## config.mk

```make
export PLATFORM = sky130hd
export DESIGN_NAME = rffe_master
export DESIGN_NICKNAME = d
export VERILOG_FILES = /design/src/common/rffe_pkg.sv /design/src/design/rffe_clk_div.sv /design/src/design/rffe_frame_buf.sv /design/src/rffe_engine/rffe_cmd_decode.sv /design/src/rffe_engine/rffe_frame_seq.sv /design/src/rffe_engine/rffe_rd_capture.sv /design/src/design/rffe_master.sv
export SDC_FILE = /design/constraint.sdc
export NUM_CORES = 1
export LEC_CHECK = 0
export BUFFER_PORTS_ARGS = -buffer_cell sky130_fd_sc_hd__buf_2
export CAP_MARGIN = 25
export CORE_MARGIN = 2
export CORE_UTILIZATION = 63
export CTS_CLUSTER_DIAMETER = 60
export DETAILED_ROUTE_END_ITERATION = 10
export GPL_ROUTABILITY_DRIVEN = 0
export MAX_ROUTING_LAYER = met4
export PLACE_DENSITY_LB_ADDON = 0.3
export SLEW_MARGIN = 30
export SYNTH_ARGS = -nofsm -noshare
export SYNTH_HDL_FRONTEND = slang
export SYNTH_HIERARCHICAL = 1
export SYNTH_SLANG_ARGS = --single-unit
```

## constraint.sdc

```tcl
create_clock -name clk -period 4.11 [get_ports clk]
set_input_delay 0.822 -clock clk [delete_from_list [all_inputs] [get_ports clk]]
set_output_delay 0.822 -clock clk [all_outputs]
set_load 0.05 [all_outputs]
```

## src/common/rffe_pkg.sv

```systemverilog
// rffe master package: widths, bus constants, state and opcode enums, header/frame/write structs
package rffe_pkg;

   ////////////////////////////////////////////////////////////
   // widths and bus constants
   ////////////////////////////////////////////////////////////
   localparam int unsigned C_BYTE_W  = 8;
   localparam int unsigned C_SA_W    = 4;    // slave address bits
   localparam int unsigned C_BUF_AW  = 5;    // user buffer address width
   localparam logic [1:0]  C_SSC_PAT = 2'b10; // sequence start, high then low
   localparam int unsigned C_MIN_DIV = 2;

   ////////////////////////////////////////////////////////////
   // enums
   ////////////////////////////////////////////////////////////
   typedef enum logic [2:0] {
      st_idle,
      st_ssc,
      st_sa,
      st_cmd,
      st_addr,
      st_park,   // bus turnaround before read data
      st_data,
      st_fin     // closing bus park
   } rffe_state_e;

   typedef enum logic [2:0] {
      op_reg_wr,
      op_reg_rd,
      op_ext_wr,
      op_ext_rd,
      op_invalid
   } rffe_op_e;

   ////////////////////////////////////////////////////////////
   // structs
   ////////////////////////////////////////////////////////////
   // header as loaded by the user
   typedef struct packed {
      logic [C_SA_W-1:0]   sa;
      logic [C_BYTE_W-1:0] cmd;
      logic [C_BYTE_W-1:0] addr;
   } rffe_hdr_t;

   // decoded frame, held for the whole transfer
   typedef struct packed {
      rffe_op_e            op;
      logic [C_SA_W-1:0]   sa;
      logic [C_BYTE_W-1:0] cmd;      // command field as sent on the bus
      logic [C_BYTE_W-1:0] addr;
      logic                has_addr; // extended frames carry an address byte
      logic [3:0]          last_idx; // data bytes minus one
   } rffe_frame_t;

   // engine write into the data region
   typedef struct packed {
      logic                wr;
      logic [3:0]          idx;
      logic [C_BYTE_W-1:0] data;
   } rffe_wr_t;

endpackage

```

## src/design/rffe_clk_div.sv

```systemverilog
// bit-period divider: clamped divide value, down-counter, tick enable and sclk phase
module rffe_clk_div
   import rffe_pkg::*;
#(
   parameter int unsigned DIV_W = 8
) (
   input  logic             clk,
   input  logic             i_rst_n,
   input  logic             i_div_set,
   input  logic [DIV_W-1:0] i_div,
   output logic             o_tick,
   output logic             o_phase
);

   logic [DIV_W-1:0] div_r;
   logic [DIV_W-1:0] cnt;
   logic [DIV_W-1:0] div_clamp;
   logic [DIV_W-1:0] cnt_nxt;

   // anything below the minimum runs at the minimum
   assign div_clamp = (i_div < DIV_W'(C_MIN_DIV)) ? DIV_W'(C_MIN_DIV) : i_div;

   assign o_tick  = (cnt == '0);
   assign cnt_nxt = o_tick ? div_r - 1'b1 : cnt - 1'b1;

   always_ff @(posedge clk or negedge i_rst_n) begin
      if (!i_rst_n) begin
         div_r   <= DIV_W'(C_MIN_DIV);
         cnt     <= DIV_W'(C_MIN_DIV - 1);
         o_phase <= 1'b1;
      end else if (i_div_set) begin
         div_r   <= div_clamp;
         cnt     <= div_clamp - 1'b1;
         o_phase <= 1'b1;
      end else begin
         cnt     <= cnt_nxt;
         o_phase <= (cnt_nxt >= (div_r >> 1)); // high in the first half
      end
   end

endmodule

```

## src/design/rffe_frame_buf.sv

```systemverilog
// frame buffer: header registers, data byte memory, user port and engine ports
module rffe_frame_buf
   import rffe_pkg::*;
#(
   parameter int unsigned DATA_DEPTH = 16
) (
   input  logic                         clk,
   input  logic                         i_rst_n,
   input  logic                         i_busy,
   input  logic                         i_buf_wr,
   input  logic [C_BUF_AW-1:0]          i_buf_addr,
   input  logic [C_BYTE_W-1:0]          i_buf_wdata,
   input  logic [$clog2(DATA_DEPTH)-1:0] i_rd_idx,
   input  rffe_wr_t                     i_cap,
   output logic [C_BYTE_W-1:0]          o_buf_rdata,
   output rffe_hdr_t                    o_hdr,
   output logic [C_BYTE_W-1:0]          o_wr_byte
);

   localparam int unsigned IDX_W = $clog2(DATA_DEPTH);
   // user map: 0 sa, 1 cmd, 2 addr, 3.. data
   localparam logic [C_BUF_AW-1:0] A_SA   = C_BUF_AW'(0);
   localparam logic [C_BUF_AW-1:0] A_CMD  = C_BUF_AW'(1);
   localparam logic [C_BUF_AW-1:0] A_ADDR = C_BUF_AW'(2);
   localparam logic [C_BUF_AW-1:0] A_DATA = C_BUF_AW'(3);

   logic [C_BYTE_W-1:0] mem [DATA_DEPTH];
   logic [IDX_W-1:0]    data_idx;
   logic                in_data;

   assign data_idx  = IDX_W'(i_buf_addr - A_DATA);
   assign in_data   = (i_buf_addr >= A_DATA) && (i_buf_addr < A_DATA + C_BUF_AW'(DATA_DEPTH));
   assign o_wr_byte = mem[i_rd_idx]; // engine side, no latency

   // header, user writes only between frames
   always_ff @(posedge clk or negedge i_rst_n) begin
      if (!i_rst_n) begin
         o_hdr <= '0;
      end else if (i_buf_wr && !i_busy) begin
         case (i_buf_addr)
            A_SA:    o_hdr.sa   <= i_buf_wdata[C_SA_W-1:0];
            A_CMD:   o_hdr.cmd  <= i_buf_wdata;
            A_ADDR:  o_hdr.addr <= i_buf_wdata;
            default: ;
         endcase
      end
   end

   // data bytes, engine writes read results
   always_ff @(posedge clk) begin
      if (i_cap.wr)
         mem[i_cap.idx] <= i_cap.data;
      else if (i_buf_wr && !i_busy && in_data)
         mem[data_idx] <= i_buf_wdata;
   end

   always_ff @(posedge clk or negedge i_rst_n) begin
      if (!i_rst_n)
         o_buf_rdata <= '0;
      else if (i_buf_addr == A_SA)
         o_buf_rdata <= {{(C_BYTE_W-C_SA_W){1'b0}}, o_hdr.sa};
      else if (i_buf_addr == A_CMD)
         o_buf_rdata <= o_hdr.cmd;
      else if (i_buf_addr == A_ADDR)
         o_buf_rdata <= o_hdr.addr;
      else
         o_buf_rdata <= in_data ? mem[data_idx] : '0;
   end

endmodule

```

## src/rffe_engine/rffe_cmd_decode.sv

```systemverilog
// command decoder: classifies the command byte, builds the frame description, latches at start
module rffe_cmd_decode
   import rffe_pkg::*;
(
   input  logic        clk,
   input  logic        i_rst_n,
   input  logic        i_start,
   input  logic        i_busy,
   input  rffe_hdr_t   i_hdr,
   output rffe_frame_t o_frame,
   output logic        o_frame_vld
);

   rffe_frame_t nxt;
   logic        accept;

   assign accept = i_start && !i_busy;

   ////////////////////////////////////////////////////////////
   // decode stage
   ////////////////////////////////////////////////////////////
   always_comb begin
      nxt          = '0;
      nxt.sa       = i_hdr.sa;
      nxt.addr     = i_hdr.addr;
      nxt.cmd      = i_hdr.cmd;
      casez (i_hdr.cmd)
         8'b010?_????: begin // register write
            nxt.op  = op_reg_wr;
            nxt.cmd = {i_hdr.cmd[7:5], i_hdr.addr[4:0]};
         end
         8'b011?_????: begin // register read
            nxt.op  = op_reg_rd;
            nxt.cmd = {i_hdr.cmd[7:5], i_hdr.addr[4:0]};
         end
         8'b0000_????: begin // extended write, low nibble is byte count - 1
            nxt.op       = op_ext_wr;
            nxt.has_addr = 1'b1;
            nxt.last_idx = i_hdr.cmd[3:0];
         end
         8'b0010_????: begin
            nxt.op       = op_ext_rd;
            nxt.has_addr = 1'b1;
            nxt.last_idx = i_hdr.cmd[3:0];
         end
         default: nxt.op = op_invalid; // long forms, reg0 write and the rest
      endcase
   end

   // held stable while the frame runs
   always_ff @(posedge clk or negedge i_rst_n) begin
      if (!i_rst_n) begin
         o_frame     <= '0;
         o_frame_vld <= 1'b0;
      end else begin
         o_frame_vld <= accept;
         if (accept)
            o_frame <= nxt;
      end
   end

endmodule

```

## src/rffe_engine/rffe_frame_seq.sv

```systemverilog
// frame sequencer: state machine, bit shifter, odd parity, pad drive and read sample strobes
module rffe_frame_seq
   import rffe_pkg::*;
#(
   parameter int unsigned DATA_DEPTH = 16
) (
   input  logic                          clk,
   input  logic                          i_rst_n,
   input  logic                          i_tick,
   input  rffe_frame_t                   i_frame,
   input  logic                          i_frame_vld,
   input  logic [C_BYTE_W-1:0]           i_wr_byte,
   input  logic                          i_sdi,
   output logic                          o_busy,
   output logic                          o_done,
   output logic [$clog2(DATA_DEPTH)-1:0] o_rd_idx,
   output logic                          o_sclk_en,
   output logic                          o_sdo,
   output logic                          o_sdo_en,
   output logic                          o_smp,
   output logic                          o_smp_bit,
   output logic                          o_byte_end
);

   localparam int unsigned IDX_W = $clog2(DATA_DEPTH);
   localparam logic [3:0]  BYTE_LAST = 4'(C_BYTE_W); // 8 bits then parity at 0

   rffe_state_e         st;
   logic                run;       // frame accepted, up to done
   logic [3:0]          cnt;       // bits left in the field
   logic [C_BYTE_W-1:0] sreg;
   logic                par;       // running xor of the sent bits
   logic [IDX_W-1:0]    byte_idx;
   logic                is_rd;
   logic                bit_out;

   assign is_rd   = (i_frame.op == op_reg_rd) || (i_frame.op == op_ext_rd);
   assign bit_out = sreg[C_BYTE_W-1]; // msb first

   ////////////////////////////////////////////////////////////
   // state machine, steps only on ticks
   ////////////////////////////////////////////////////////////
   always_ff @(posedge clk or negedge i_rst_n) begin
      if (!i_rst_n) begin
         st       <= st_idle;
         run      <= 1'b0;
         o_done   <= 1'b0;
         cnt      <= '0;
         sreg     <= '0;
         par      <= 1'b0;
         byte_idx <= '0;
      end else begin
         o_done <= 1'b0;
         if (i_frame_vld) begin
            if (i_frame.op == op_invalid)
               o_done <= 1'b1; // nothing goes on the bus
            else
               run <= 1'b1;
         end
         if (i_tick) begin
            case (st)
               st_idle: begin
                  if (run) begin
                     st       <= st_ssc;
                     cnt      <= 4'd1;
                     par      <= 1'b0;
                     byte_idx <= '0;
                  end
               end
               st_ssc: begin
                  cnt <= cnt - 1'b1;
                  if (cnt == '0) begin
                     st   <= st_sa;
                     cnt  <= 4'(C_SA_W - 1);
                     sreg <= {i_frame.sa, {(C_BYTE_W-C_SA_W){1'b0}}};
                  end
               end
               st_sa: begin
                  par  <= par ^ bit_out;
                  sreg <= sreg << 1;
                  cnt  <= cnt - 1'b1;
                  if (cnt == '0) begin
                     st   <= st_cmd;
                     cnt  <= BYTE_LAST;
                     sreg <= i_frame.cmd; // parity keeps running over sa and cmd
                  end
               end
               st_cmd, st_addr: begin
                  if (cnt != '0) begin
                     par  <= par ^ bit_out;
                     sreg <= sreg << 1;
                     cnt  <= cnt - 1'b1;
                  end else begin
                     par <= 1'b0;
                     cnt <= BYTE_LAST;
                     if (st == st_cmd && i_frame.has_addr) begin
                        st   <= st_addr;
                        sreg <= i_frame.addr;
                     end else if (is_rd) begin
                        st <= st_park;
                     end else begin
                        st   <= st_data;
                        sreg <= i_wr_byte; // byte 0
                     end
                  end
               end
               st_park: begin
                  st   <= st_data;
                  sreg <= '0;
               end
               st_data: begin
                  if (cnt != '0) begin
                     par  <= par ^ bit_out;
                     sreg <= sreg << 1;
                     cnt  <= cnt - 1'b1;
                  end else begin
                     par <= 1'b0;
                     cnt <= BYTE_LAST;
                     if (byte_idx == i_frame.last_idx) begin
                        st <= st_fin;
                     end else begin
                        byte_idx <= byte_idx + 1'b1;
                        sreg     <= i_wr_byte;
                     end
                  end
               end
               st_fin: begin
                  st     <= st_idle;
                  run    <= 1'b0;
                  o_done <= 1'b1; // busy drops on this edge
               end
               default: st <= st_idle;
            endcase
         end
      end
   end

   ////////////////////////////////////////////////////////////
   // pad drive, changes only with the state registers
   ////////////////////////////////////////////////////////////
   always_comb begin
      o_sdo     = 1'b0;
      o_sdo_en  = 1'b0;
      o_sclk_en = 1'b1;
      case (st)
         st_idle: o_sclk_en = 1'b0;
         st_ssc: begin
            o_sclk_en = 1'b0;
            o_sdo_en  = 1'b1;
            o_sdo     = C_SSC_PAT[cnt[0]];
         end
         st_sa: begin
            o_sdo_en = 1'b1;
            o_sdo    = bit_out;
         end
         st_cmd, st_addr: begin
            o_sdo_en = 1'b1;
            o_sdo    = (cnt == '0) ? ~par : bit_out;
         end
         st_data: begin
            o_sdo_en = !is_rd; // slave owns the line on reads
            o_sdo    = is_rd ? 1'b0 : ((cnt == '0) ? ~par : bit_out);
         end
         default: ; // park and fin, line released
      endcase
   end

   assign o_busy     = run | i_frame_vld;
   assign o_rd_idx   = (st == st_data) ? byte_idx + 1'b1 : '0; // next byte to load
   assign o_smp      = i_tick && (st == st_data) && is_rd && (cnt != '0);
   assign o_byte_end = i_tick && (st == st_data) && is_rd && (cnt == '0);
   assign o_smp_bit  = i_sdi;

endmodule

```

## src/rffe_engine/rffe_rd_capture.sv

```systemverilog
// read capture: shifts sampled sdi bits into bytes and writes them back to the data region
module rffe_rd_capture
   import rffe_pkg::*;
(
   input  logic     clk,
   input  logic     i_rst_n,
   input  logic     i_frame_vld,
   input  logic     i_smp,
   input  logic     i_smp_bit,
   input  logic     i_byte_end,
   output rffe_wr_t o_cap
);

   logic [C_BYTE_W-1:0] shreg;
   logic [3:0]          idx;

   // msb arrives first
   always_ff @(posedge clk) begin
      if (i_smp)
         shreg <= {shreg[C_BYTE_W-2:0], i_smp_bit};
   end

   always_ff @(posedge clk or negedge i_rst_n) begin
      if (!i_rst_n) begin
         idx   <= '0;
         o_cap <= '0;
      end else begin
         o_cap.wr <= 1'b0;
         if (i_frame_vld)
            idx <= '0;
         if (i_byte_end) begin // slave parity bit is dropped
            o_cap.wr   <= 1'b1;
            o_cap.idx  <= idx;
            o_cap.data <= shreg;
            idx        <= idx + 1'b1;
         end
      end
   end

endmodule

```

## src/design/rffe_master.sv

```systemverilog
// rffe bus master top level: clock divider, frame buffer, decoder, sequencer, read capture
module rffe_master
   import rffe_pkg::*;
#(
   parameter int unsigned DIV_W      = 8,
   parameter int unsigned DATA_DEPTH = 16
) (
   input  logic                clk,
   input  logic                i_rst_n,
   input  logic                i_div_set,
   input  logic [DIV_W-1:0]    i_div,
   input  logic                i_start,
   output logic                o_busy,
   output logic                o_done,
   input  logic                i_buf_wr,
   input  logic [C_BUF_AW-1:0] i_buf_addr,
   input  logic [C_BYTE_W-1:0] i_buf_wdata,
   output logic [C_BYTE_W-1:0] o_buf_rdata,
   output logic                o_sclk,
   input  logic                i_sdi,
   output logic                o_sdo,
   output logic                o_sdo_en
);

   localparam int unsigned IDX_W = $clog2(DATA_DEPTH);

   logic                tick;
   logic                phase;
   logic                sclk_en;
   rffe_hdr_t           hdr;
   rffe_frame_t         frame;
   logic                frame_vld;
   logic [IDX_W-1:0]    rd_idx;
   logic [C_BYTE_W-1:0] wr_byte;
   logic                smp;
   logic                smp_bit;
   logic                byte_end;
   rffe_wr_t            cap;

   rffe_clk_div #(.DIV_W(DIV_W)) u_clk_div (
      .clk       (clk),
      .i_rst_n   (i_rst_n),
      .i_div_set (i_div_set),
      .i_div     (i_div),
      .o_tick    (tick),
      .o_phase   (phase)
   );

   rffe_frame_buf #(.DATA_DEPTH(DATA_DEPTH)) u_frame_buf (
      .clk         (clk),
      .i_rst_n     (i_rst_n),
      .i_busy      (o_busy),
      .i_buf_wr    (i_buf_wr),
      .i_buf_addr  (i_buf_addr),
      .i_buf_wdata (i_buf_wdata),
      .i_rd_idx    (rd_idx),
      .i_cap       (cap),
      .o_buf_rdata (o_buf_rdata),
      .o_hdr       (hdr),
      .o_wr_byte   (wr_byte)
   );

   rffe_cmd_decode u_cmd_decode (
      .clk         (clk),
      .i_rst_n     (i_rst_n),
      .i_start     (i_start),
      .i_busy      (o_busy),
      .i_hdr       (hdr),
      .o_frame     (frame),
      .o_frame_vld (frame_vld)
   );

   rffe_frame_seq #(.DATA_DEPTH(DATA_DEPTH)) u_frame_seq (
      .clk         (clk),
      .i_rst_n     (i_rst_n),
      .i_tick      (tick),
      .i_frame     (frame),
      .i_frame_vld (frame_vld),
      .i_wr_byte   (wr_byte),
      .i_sdi       (i_sdi),
      .o_busy      (o_busy),
      .o_done      (o_done),
      .o_rd_idx    (rd_idx),
      .o_sclk_en   (sclk_en),
      .o_sdo       (o_sdo),
      .o_sdo_en    (o_sdo_en),
      .o_smp       (smp),
      .o_smp_bit   (smp_bit),
      .o_byte_end  (byte_end)
   );

   rffe_rd_capture u_rd_capture (
      .clk         (clk),
      .i_rst_n     (i_rst_n),
      .i_frame_vld (frame_vld),
      .i_smp       (smp),
      .i_smp_bit   (smp_bit),
      .i_byte_end  (byte_end),
      .o_cap       (cap)
   );

   assign o_sclk = phase & sclk_en; // sclk idles low outside the frame and in ssc

endmodule

```

==> run_results.csv, run 1 <==
group,metric,value,unit
worst_setup_path,r2r_cells,10,
yosys,syn-num-nets,929,
final_layout,fin_area,13900,um2
power,power.leakage,5.26,nW
timing,finalSetupViolations,0,
yosys,synth-seq-cells,249,
yosys,avgSynthCellArea,14.1,um2
yosys,synth-main-ff-cell,"edfxtp_1",
timing,slew_violations,0,
grt,grt_pass1_vias,8225,
worst_setup_path,start_kind,"flop",
placement,hpwl,21100,um
grt,overflow,0,
grt,grt_use_total,30.6,%
worst_setup_path,critPathMaxFanout,18,
floorplan,die_w,145,um
timing,finClkSkew,21.9,ps
grt,grt_max_degree,73,
run_status,status,"complete, no violations",
routing,drc,0,
clock_network,worstSkewPairLatency,530,ps
final_layout,n_antenna_cell,0,
routing,wl_per_cell,25.2,um
worst_setup_path,cp-endpoint,"u_frame_seq/sreg[6]$_DFFE_PN0P_",
clock_network,cts_resized,0,
worst_setup_path,crit_cells,10,
clock_network,cts-root-buf,"clkbuf_16",
clock_network,cts_buffers,26,
final_layout,fin_nets,982,
yosys,yosysTopAreaCell,"edfxtp_1",
timing,finalCriticalPeriod,3670,ps
clock_network,cts_tree,"built",
timing,rsz0062_at_grt,"no",
floorplan,ios,40,
routing,drtAntennaViolNets,0,
grt,grt_pass1_wl,48300,um
worst_setup_path,critical_path_class,"reg -> reg",
worst_setup_path,timing.rr.end,"u_frame_seq/sreg[6]$_DFFE_PN0P_",
clock_network,postCtsSetupRepairBufs,0,
floorplan,initial_core_util,64.3,%
floorplan,rows,51,
worst_setup_path,r2r-start,"u_frame_seq/st[0]$_DFFE_PN0P_",
clock_network,cts_hold_buf,0,
timing,timing.fmax,272,MHz
grt,antenna_found_initial,0,
placement,placed_area,13100,um2
floorplan,die_y,145,um
final_layout,area_delta_synth_final,11.4,%
worst_setup_path,endpoint_kind,"flop",
timing,final-hold-violation-count,0,
grt,use_met2,47.7,%
yosys,async_reset_ff_share,45.4,%
power,powerDensity,430,nW/um2
yosys,synth-seq-area-share,55.2,%
yosys,netlist_area,12500,um2
final_layout,final_layout_size_suffix_gt1_share,30.9,%
yosys,synth_top_area_share,32.6,%
placement,io_buffers,39,
clock_network,ctsLongestPathBuffers,3,
routing,drtPass1Iterations,5,
timing,fin_tns_setup,0,ps
worst_setup_path,cpMaxStageDelayCell,"nor2_4",
yosys,synth_edf_count,136,
worst_setup_path,critPathRequiredTime,4520,ps
clock_network,h-tree-depth,1,
worst_setup_path,worstPathArrival,4080,ps
worst_setup_path,path_buf_inv,1,
worst_setup_path,max_stage_delay,600,ps
hold_path,hp-class,"in -> async",
yosys,synthTopCellsByCount,"136 x edfxtp_1, 110 x dfrtp_1, 84 x nand2_1, 72 x mux4_2, 62 x mux2_2",
grt,grt_busiest_layer,"met2",
worst_setup_path,regToRegSetupSlack,440,ps
routing,drtIter0Drc,881,
yosys,synthesis.instances,886,
clock_network,clk_pin_slew_worst_paths,60,ps
routing,vias,8291,
timing,slew-limit-headroom,52.6,%
floorplan,dieArea,21000,um2
timing,worst_pin_slew,711,ps
routing,wirelength,30800,um
routing,via_per_inst,6.78,
worst_setup_path,startpoint,"u_frame_seq/st[0]$_DFFE_PN0P_",
power,peakVddDrop,0.384,mV
floorplan,core_area,19500,um2
yosys,synth_cell_types,89,
worst_setup_path,crit_path_cell_trace,"and2b_1 > nand2_1 > nor2_4 > buf_4 > mux4_2 > mux4_2 > a22oi_1 > o22ai_1 > a221o_1 > mux2_2",
worst_setup_path,crit_family,"multiplexers",
yosys,synthTopCellsByArea,"edfxtp_1 33%, dfrtp_1 22%, mux4_2 13%",
grt,use_met3,5.16,%
flow_run,drv_cap,0,
clock_network,clock_sinks,249,
yosys,ys_warn_count,6,
timing,fin_crit_sh,89.4,%
final_layout,fillCellCount,1248,
grt,grt.met1_usage,42.5,%
yosys,post-synth-top-count-cell,"edfxtp_1",
worst_setup_path,cp_common_cell,"mux4_2",
worst min-delay path by stage:
stage / start / to / slack (ps) / cells past startpoint
2_1_floorplan: u_rd_capture/shreg[0]$_DFFE_PP_ / u_rd_capture/shreg[1]$_DFFE_PP_ / 420 / 0
3_3_place_gp: u_rd_capture/shreg[4]$_DFFE_PP_ / u_rd_capture/shreg[5]$_DFFE_PP_ / 440 / 0
3_5_place_dp: u_rd_capture/shreg[5]$_DFFE_PP_ / u_rd_capture/shreg[6]$_DFFE_PP_ / 440 / 0
4_1_cts: i_sdi / u_rd_capture/shreg[0]$_DFFE_PP_ / 450 / 1
5_1_grt: i_rst_n / u_clk_div/div_r[5]$_DFFE_PN0P_ / 360 / 1
6_report: i_rst_n / u_clk_div/div_r[5]$_DFFE_PN0P_ / 310 / 1
placed cells by master, fill, tap and decap left out, types with 28 or more instances in the layout:
master,synthesis,final
buf_4,5,36
edfxtp_1,136,136
nand2_1,84,84
mux2_2,62,62
mux4_2,72,72
dfrtp_1,110,110
buf_2,23,38
nor2_1,29,28
clkbuf_16,0,28
a21oi_1,39,39
through the flow:
step                power [mW]  setup slack, ps  utilization (%)  cells  hold WS (ps)
detailed placement        3.68              478             67.2   1176           439
finish                    5.99              437             71.6   1222           309
CTS                       6.01              471             71.6   1222           450
global placement          3.66              624             67.2   1176           435
global route              6.19              287             71.6   1222           363
floorplan                 3.43              619                -    886           420
cell type report:
type | instances | area, um2 | area share [%]
sequential | 249 | 6920 | 49.6
multi-input combinational | 566 | 5280 | 37.9
clock buffer | 36 | 741 | 5.31
timing repair buffer | 76 | 492 | 3.53
tap | 265 | 332 | 2.38
clock inverter | 10 | 108 | 0.772
inverter | 20 | 75.1 | 0.538
where the power goes:
| group | internal, mW | total [mW] | switching, mW | leakage (nW) |
|---|---|---|---|---|
| registers | 2.73 | 2.84 | 0.117 | 2.67 |
| logic | 0.294 | 0.814 | 0.520 | 2.18 |
| clock network | 1.38 | 2.34 | 0.953 | 0.411 |
| total | 4.40 | 5.99 | 1.59 | 5.26 |
kinds of logic after synthesis:
kind of cell | Yosys count | synth area share, %
xor gates and xnor gates | 23 | 1.67
adders and majority gates | 16 | 1.60
buffers and inverters | 71 | 2.88
AOI/OAI and AO/OA | 156 | 8.68
and+or+nand+nor | 209 | 8.77
muxes | 162 | 21.2
DFF | 249 | 55.2
metal layers:
layer / part of all wire, % / up-vias
met5: 0 / -
met2: 48 / 458
met4: 3.1 / 0
met1: 40 / 4230
met3: 8.5 / 72
li1: - / 3531
sequential cells by signal, indices dropped and copies added (netlist names):
register                  cells
u_clk_div/cnt                 8
u_clk_div/div_r               8
u_clk_div/o_phase             1
u_cmd_decode/o_frame         28
u_cmd_decode/o_frame_vld      1
u_frame_buf/mem             128
u_frame_buf/o_buf_rdata       8
u_frame_buf/o_hdr            20
u_frame_seq/byte_idx          4
u_frame_seq/cnt               4
u_frame_seq/o_done            1
u_frame_seq/par               1
u_frame_seq/run               1
u_frame_seq/sreg              8
u_frame_seq/st                3
u_rd_capture/idx              4
u_rd_capture/o_cap           13
u_rd_capture/shreg            8
worst register-to-register path: cells and delay by family, from the launching register on:
kind	cells	cell delay, ps
flops	1	370
simple gates	3	1100
compound gates	3	600
buf+inv	1	380
mux	3	1130
No activity file was read; power rests on OpenSTA's default activity.
==> run 2: changes to the inputs <==
- CORE_UTILIZATION: 63 -> 56
- RECOVER_POWER: not set -> 50
- clock period: 4.11 -> 3.05 ns (I/O delays scaled with it)
==> run_results.csv, run 2 (synthesis gave the netlist of run 1 again) <==
group,metric,value,unit
run_status,status,"finished with violations",
run_status,failed_checks,"setup timing",
floorplan,die_w,154,um
worst_setup_path,crit_family,"multiplexers",
grt,grt_pass1_wl,48000,um
grt,grt_pass1_vias,8167,
timing,fin_crit_sh,103,%
final_layout,top_register,"u_frame_buf/mem",
power,cell_internal_pwr,6.37,mW
placement,io_buffers,39,
clock_network,clk_pin_slew_worst_paths,60,ps
routing,drtAntennaViolNets,0,
power,p_switching,2.22,mW
floorplan,dieArea,23600,um2
worst_setup_path,critPathRequiredTime,3470,ps
placement,hpwl,21700,um
timing,worst_pin_slew,1390,ps
grt,overflow,0,
floorplan,die_y,154,um
grt,antenna_found_initial,0,
clock_network,worstSkewPairLatency,540,ps
worst_setup_path,endpoint_kind,"flop",
routing,vias,8240,
final_layout,area_delta_synth_final,15.0,%
worst_setup_path,cpMaxStageDelayCell,"mux4_2",
clock_network,cts_tree,"built",
floorplan,core_area,21900,um2
timing,final-hold-violation-count,0,
worst_setup_path,path_buf_inv,1,
final_layout,final_common_cell,"edfxtp_1",
floorplan,rows,54,
power,p_sw_share,25.8,%
power,power.leakage,5.43,nW
timing,timing.fmax,319,MHz
worst_setup_path,crit_path_cell_trace,"ha_1 > and3_4 > clkbuf_16 > mux4_2 > mux4_2 > a22oi_2 > o22ai_1 > a221o_1 > mux2_4",
final_layout,fin_nets,1016,
power,peakVddDrop,0.659,mV
clock_network,clock_sinks,249,
routing,wl_per_cell,24.5,um
final_layout,reg_top3,"u_frame_buf/mem (128), u_cmd_decode/o_frame (28), u_frame_buf/o_hdr (20)",
clock_network,h-tree-depth,1,
power,combPwrFrac,13.9,%
routing,wirelength,31200,um
final_layout,largest_reg_flops,128,
floorplan,initial_core_util,57.2,%
routing,via_per_inst,6.46,
timing,finalCriticalPeriod,3130,ps
final_layout,layout_common_cells,"136 x edfxtp_1, 110 x dfrtp_1, 84 x nand2_1, 72 x mux4_2, 56 x mux2_2",
worst_setup_path,cp_common_cell,"mux4_2",
power,powerDensity,596,nW/um2
timing,timing.final.ws_setup,-84.7,ps
final_layout,final_layout_size_suffix_gt1_share,32.3,%
clock_network,ctsLongestPathBuffers,3,
timing,finClkSkew,8.91,ps
routing,drtPass1Iterations,6,
routing,drc,0,
final_layout,n_antenna_cell,0,
power,clkPwrFrac,41.8,%
power,pwr-share-seq,44.3,%
timing,finalSetupViolations,3,
timing,rsz0062_at_grt,"yes",
timing,slew-limit-headroom,7.53,%
grt,grt_use_total,26.9,%
worst_setup_path,max_stage_delay,530,ps
clock_network,cts_hold_buf,0,
worst_setup_path,critical_path_class,"reg -> reg",
clock_network,cts_buffers,28,
floorplan,ios,40,
worst_setup_path,start_kind,"flop",
hold_path,hp-class,"in -> reg",
timing,slew_violations,0,
grt,grt_max_degree,55,
flow_run,drv_cap,0,
worst_setup_path,worstPathArrival,3560,ps
routing,drtIter0Drc,801,
clock_network,cts-root-buf,"clkbuf_16",
placement,pre_cts_ws,-14.9,ps
worst_setup_path,critPathMaxFanout,7,
timing,fin_tns_setup,-141,ps
-- run 2: cell type report --
class	instances	area, um2
fill	1590	7490
tap	280	350
sequential	249	6920
timing repair buffer	108	743
clock inverter	18	250
inverter	20	78.8
multi-input combinational	566	5320
clock buffer	34	744
-- run 2: worst reg2reg max path, delay by kind of cell, from the launching register on --
family	cells	cell delay [ps]
muxes	3	1300
DFF	1	380
and+or+nand+nor	1	270
buffers and inverters	1	190
AOI/OAI and AO/OA	3	600
adders and majority gates	1	280
-- run 2: layer usage --
layer / global-route usage [%] / up-vias / wire, um
met5: - / - / 0
met4: 7.34 / 0 / 752
met3: 4.00 / 58 / 2250
met2: 42.9 / 380 / 15400
met1: 36.8 / 4190 / 12800
li1: - / 3612 / -
-- run 2: timing repair --
action / in CTS / in global routing
pin swaps: 1 / 4
endpoints found under the setup margin: 5 / 7
gates cloned: 0 / 1
resized for setup: 3 / 14
setup buffers: 2 / 6
-- run 2: path summary, 6_finish.rpt --
path / from / end / slack, ps / cells past startpoint
setup reg to reg: u_frame_seq/byte_idx[1]$_DFFE_PN0P_ / u_frame_seq/sreg[4]$_DFFE_PN0P_ / -80 / 9
hold reg to reg: u_rd_capture/shreg[1]$_DFFE_PP_ / u_rd_capture/shreg[2]$_DFFE_PP_ / 450 / 0
setup / recovery: u_frame_seq/byte_idx[1]$_DFFE_PN0P_ / u_frame_seq/sreg[4]$_DFFE_PN0P_ / -80 / 9
hold / removal: i_sdi / u_rd_capture/shreg[0]$_DFFE_PP_ / 250 / 1
max in group asynchronous: i_rst_n / u_clk_div/cnt[7]$_DFF_PN0_ / 780 / 2
min in group asynchronous: i_rst_n / u_frame_seq/sreg[2]$_DFFE_PN0P_ / 380 / 1
-- run 2: power by group through the flow --
stage / combinational, mW / sequential, mW / clock [mW]
floorplan: 0.751 / 3.89 / 0
global placement: 1.11 / 3.86 / 0
detailed placement: 1.13 / 3.86 / 0
CTS: 1.14 / 3.80 / 3.64
global route: 1.28 / 3.82 / 3.80
finish: 1.19 / 3.80 / 3.59
-- run 2: metrics by stage --
stage               cell area, um2  hold WS, ps  utilization [%]  total power, mW  instances
global placement             13400          438             61.0             4.97       1214
finish                       14400          247             65.8             8.59       1275
CTS                          14400          149             65.8             8.57       1268
detailed placement           13400          440             61.0             4.99       1214
global route                 14400          232             65.8             8.90       1275
floorplan                    12700          314                -             4.64        886
==> run 3: changes to the inputs <==
- ABC_AREA: not set -> 1
- ABC_CLOCK_PERIOD_IN_PS: not set -> 3000
- CORE_UTILIZATION: 56 -> 63
- clock period: 3.05 -> 3 ns (I/O delays scaled with it)
==> run_results.csv, run 3 <==
group,metric,value,unit
run_status,status,"finished with violations",
run_status,failed_checks,"capacitance limit, slew limit",
timing,worst_pin_slew,2150,ps
yosys,async_reset_ff_share,45.4,%
routing,vias,11600,
routing,via_per_inst,6.08,
timing,fin_tns_setup,0,ps
grt,grt_pass1_wl,56800,um
yosys,synth_cell_types,52,
worst_setup_path,critPathRequiredTime,3450,ps
worst_setup_path,critPathMaxFanout,54,
clock_network,cts-root-buf,"clkbuf_16",
routing,drtPass1Iterations,6,
routing,wirelength,36400,um
floorplan,die_y,149,um
yosys,synthTopCellsByArea,"edfxtp_1 31%, dfrtp_1 21%, nand2_1 13%",
power,power.leakage,6.58,nW
yosys,post-synth-top-count-cell,"nand2_1",
clock_network,h-tree-depth,1,
final_layout,fillCellCount,1481,
final_layout,largest_reg_flops,128,
worst_setup_path,critical_path_class,"in -> reg",
final_layout,reg_top3,"u_frame_buf/mem (128), u_cmd_decode/o_frame (28), u_frame_buf/o_hdr (20)",
final_layout,area_delta_synth_final,10.8,%
timing,fin_crit_sh,94.7,%
hold_path,hp-class,"in -> reg",
clock_network,cts_hold_buf,0,
routing,wl_per_cell,19.0,um
placement,io_buffers,39,
power,powerDensity,639,nW/um2
timing,finalCriticalPeriod,2840,ps
yosys,synth_edf_count,136,
final_layout,fin_cells,1909,
yosys,synthesis.instances,1568,
timing,finalSetupViolations,0,
yosys,syn-num-nets,1611,
floorplan,initial_core_util,64.6,%
clock_network,ctsLongestPathBuffers,3,
yosys,synth-seq-cells,249,
floorplan,dieArea,22100,um2
yosys,synth-seq-area-share,52.4,%
clock_network,clock_sinks,249,
final_layout,top_register,"u_frame_buf/mem",
routing,drtIter0Drc,1728,
final_layout,final_common_cell,"nand2_1",
timing,rsz0062_at_grt,"no",
clock_network,cts_resized,0,
clock_network,clk_pin_slew_worst_paths,60,ps
timing,final-hold-violation-count,0,
worst_setup_path,endpoint_kind,"flop",
clock_network,cts_tree,"built",
final_layout,layout_common_cells,"470 x nand2_1, 167 x nand3_1, 149 x o21ai_0, 148 x inv_1, 136 x edfxtp_1",
grt,grt_pass1_vias,10800,
timing,timing.fmax,352,MHz
grt,overflow,0,
yosys,yosysTopAreaCell,"edfxtp_1",
grt,antenna_found_initial,0,
floorplan,core_area,20400,um2
floorplan,die_w,149,um
yosys,netlist_area,13200,um2
final_layout,fin_area,14600,um2
final_layout,final_layout_size_suffix_gt1_share,11.5,%
final_layout,n_antenna_cell,0,
clock_network,worstSkewPairLatency,530,ps
flow_run,drv_cap,1,
placement,placed_area,13800,um2
final_layout,fin_nets,1662,
routing,drc,0,
power,peakVddDrop,0.510,mV
clock_network,postCtsSetupRepairBufs,0,
floorplan,rows,52,
clock_network,cts_buffers,26,
placement,placed_cells,1861,
yosys,synthTopCellsByCount,"467 x nand2_1, 166 x nand3_1, 146 x inv_1, 146 x o21ai_0, 136 x edfxtp_1",
grt,grt_use_total,34.2,%
placement,hpwl,25000,um
worst_setup_path,worstPathArrival,3290,ps
timing,finClkSkew,12.6,ps
timing,slew-limit-headroom,-43.6,%
yosys,avgSynthCellArea,8.42,um2
yosys,synth_top_area_share,30.9,%
yosys,ys_warn_count,6,
routing,drtAntennaViolNets,0,
worst_setup_path,start_kind,"input pin",
final_layout,post-route-util,71.6,%
floorplan,ios,40,
power,power,9.35,mW
grt,grt_max_degree,76,
yosys,synth-main-ff-cell,"edfxtp_1",
timing,slew_violations,36,
## run 3: cell count changes after synthesis, moves of 16 or more
cell      delta
nand2_1    +383
nand3_1    +148
inv_1      +128
o21ai_0    +119
mux4_2      -72
nor2_1      +71
mux2_2      -62
nand2_2     +24
nor3_1      -23
clkbuf_1    +17
mux2i_1     -16
o211ai_1    +16
## run 3: worst paths after layout
path | from | to | slack [ps] | cells past startpoint
setup / recovery | i_buf_addr[0] | u_frame_buf/o_buf_rdata[3]$_DFF_PN0_ | 160 | 10
hold / removal | i_sdi | u_rd_capture/shreg[0]$_DFFE_PP_ | 250 | 1
setup reg to reg | u_cmd_decode/o_frame_vld$_DFF_PN0_ | u_frame_buf/mem[10][4]$_DFFE_PP_ | 250 | 5
hold reg to reg | u_rd_capture/shreg[5]$_DFFE_PP_ | u_rd_capture/shreg[6]$_DFFE_PP_ | 450 | 0
max in group asynchronous | i_rst_n | u_cmd_decode/o_frame[19]$_DFFE_PN0P_ | 690 | 2
min in group asynchronous | i_rst_n | u_frame_seq/byte_idx[0]$_DFFE_PN0P_ | 700 | 1
## run 3: cell families (layout without fill, tap and decap cells)
family | Yosys count | after routing | share of synthesized area [%]
buffers and inverters | 228 | 299 | 7.36
adder cells (fa/ha/maj) | 16 | 16 | 1.52
XOR/XNOR | 5 | 5 | 0.332
multiplexers | 2 | 2 | 0.246
AO/OA/AOI/OAI | 254 | 254 | 10.9
flip-flops | 249 | 249 | 52.4
AND/OR/NAND/NOR | 814 | 814 | 27.2
## run 3: final cells by class
class | instances | area, um2 | share of cell area, %
inverter | 158 | 594 | 4.06
tap | 270 | 338 | 2.31
timing repair buffer | 93 | 574 | 3.93
clock inverter | 8 | 120 | 0.821
multi-input combinational | 1091 | 5300 | 36.2
sequential | 249 | 6920 | 47.3
clock buffer | 40 | 786 | 5.37
## run 3: metrics by stage
step | hold WS, ps | setup slack, ps
2_1_floorplan | 304 | 341
3_3_place_gp | 430 | 386
3_5_place_dp | 433 | 290
4_1_cts | 53.7 | 260
5_1_grt | 230 | 90.5
6_report | 246 | 159
## run 3: where the power goes
part / total, mW / internal (mW) / switching [mW]
combinational: 1.88 / 0.543 / 1.34
sequential: 4.13 / 3.91 / 0.226
clock: 3.34 / 2.06 / 1.28
total: 9.35 / 6.51 / 2.84
## run 3: worst max-delay path, cell delays in order
cell and delay [ps]:
clkbuf_2 160, inv_1 80, clkbuf_2 660, ha_1 500, nand2_1 280, and2_0 470
nand3_1 210, nand2_1 120, nand2_1 80, nand2_1 120
## run 3: per-layer routing
metal / routed length (um) / track usage (%) / share of wire [%] / vias up
li1: - / - / - / 5314
met3: 4260 / 5.93 / 12 / 162
met2: 16200 / 51.4 / 45 / 787
met4: 1800 / 14.5 / 4.9 / 0
met1: 14100 / 46.5 / 39 / 5340
met5: 0 / - / 0 / -
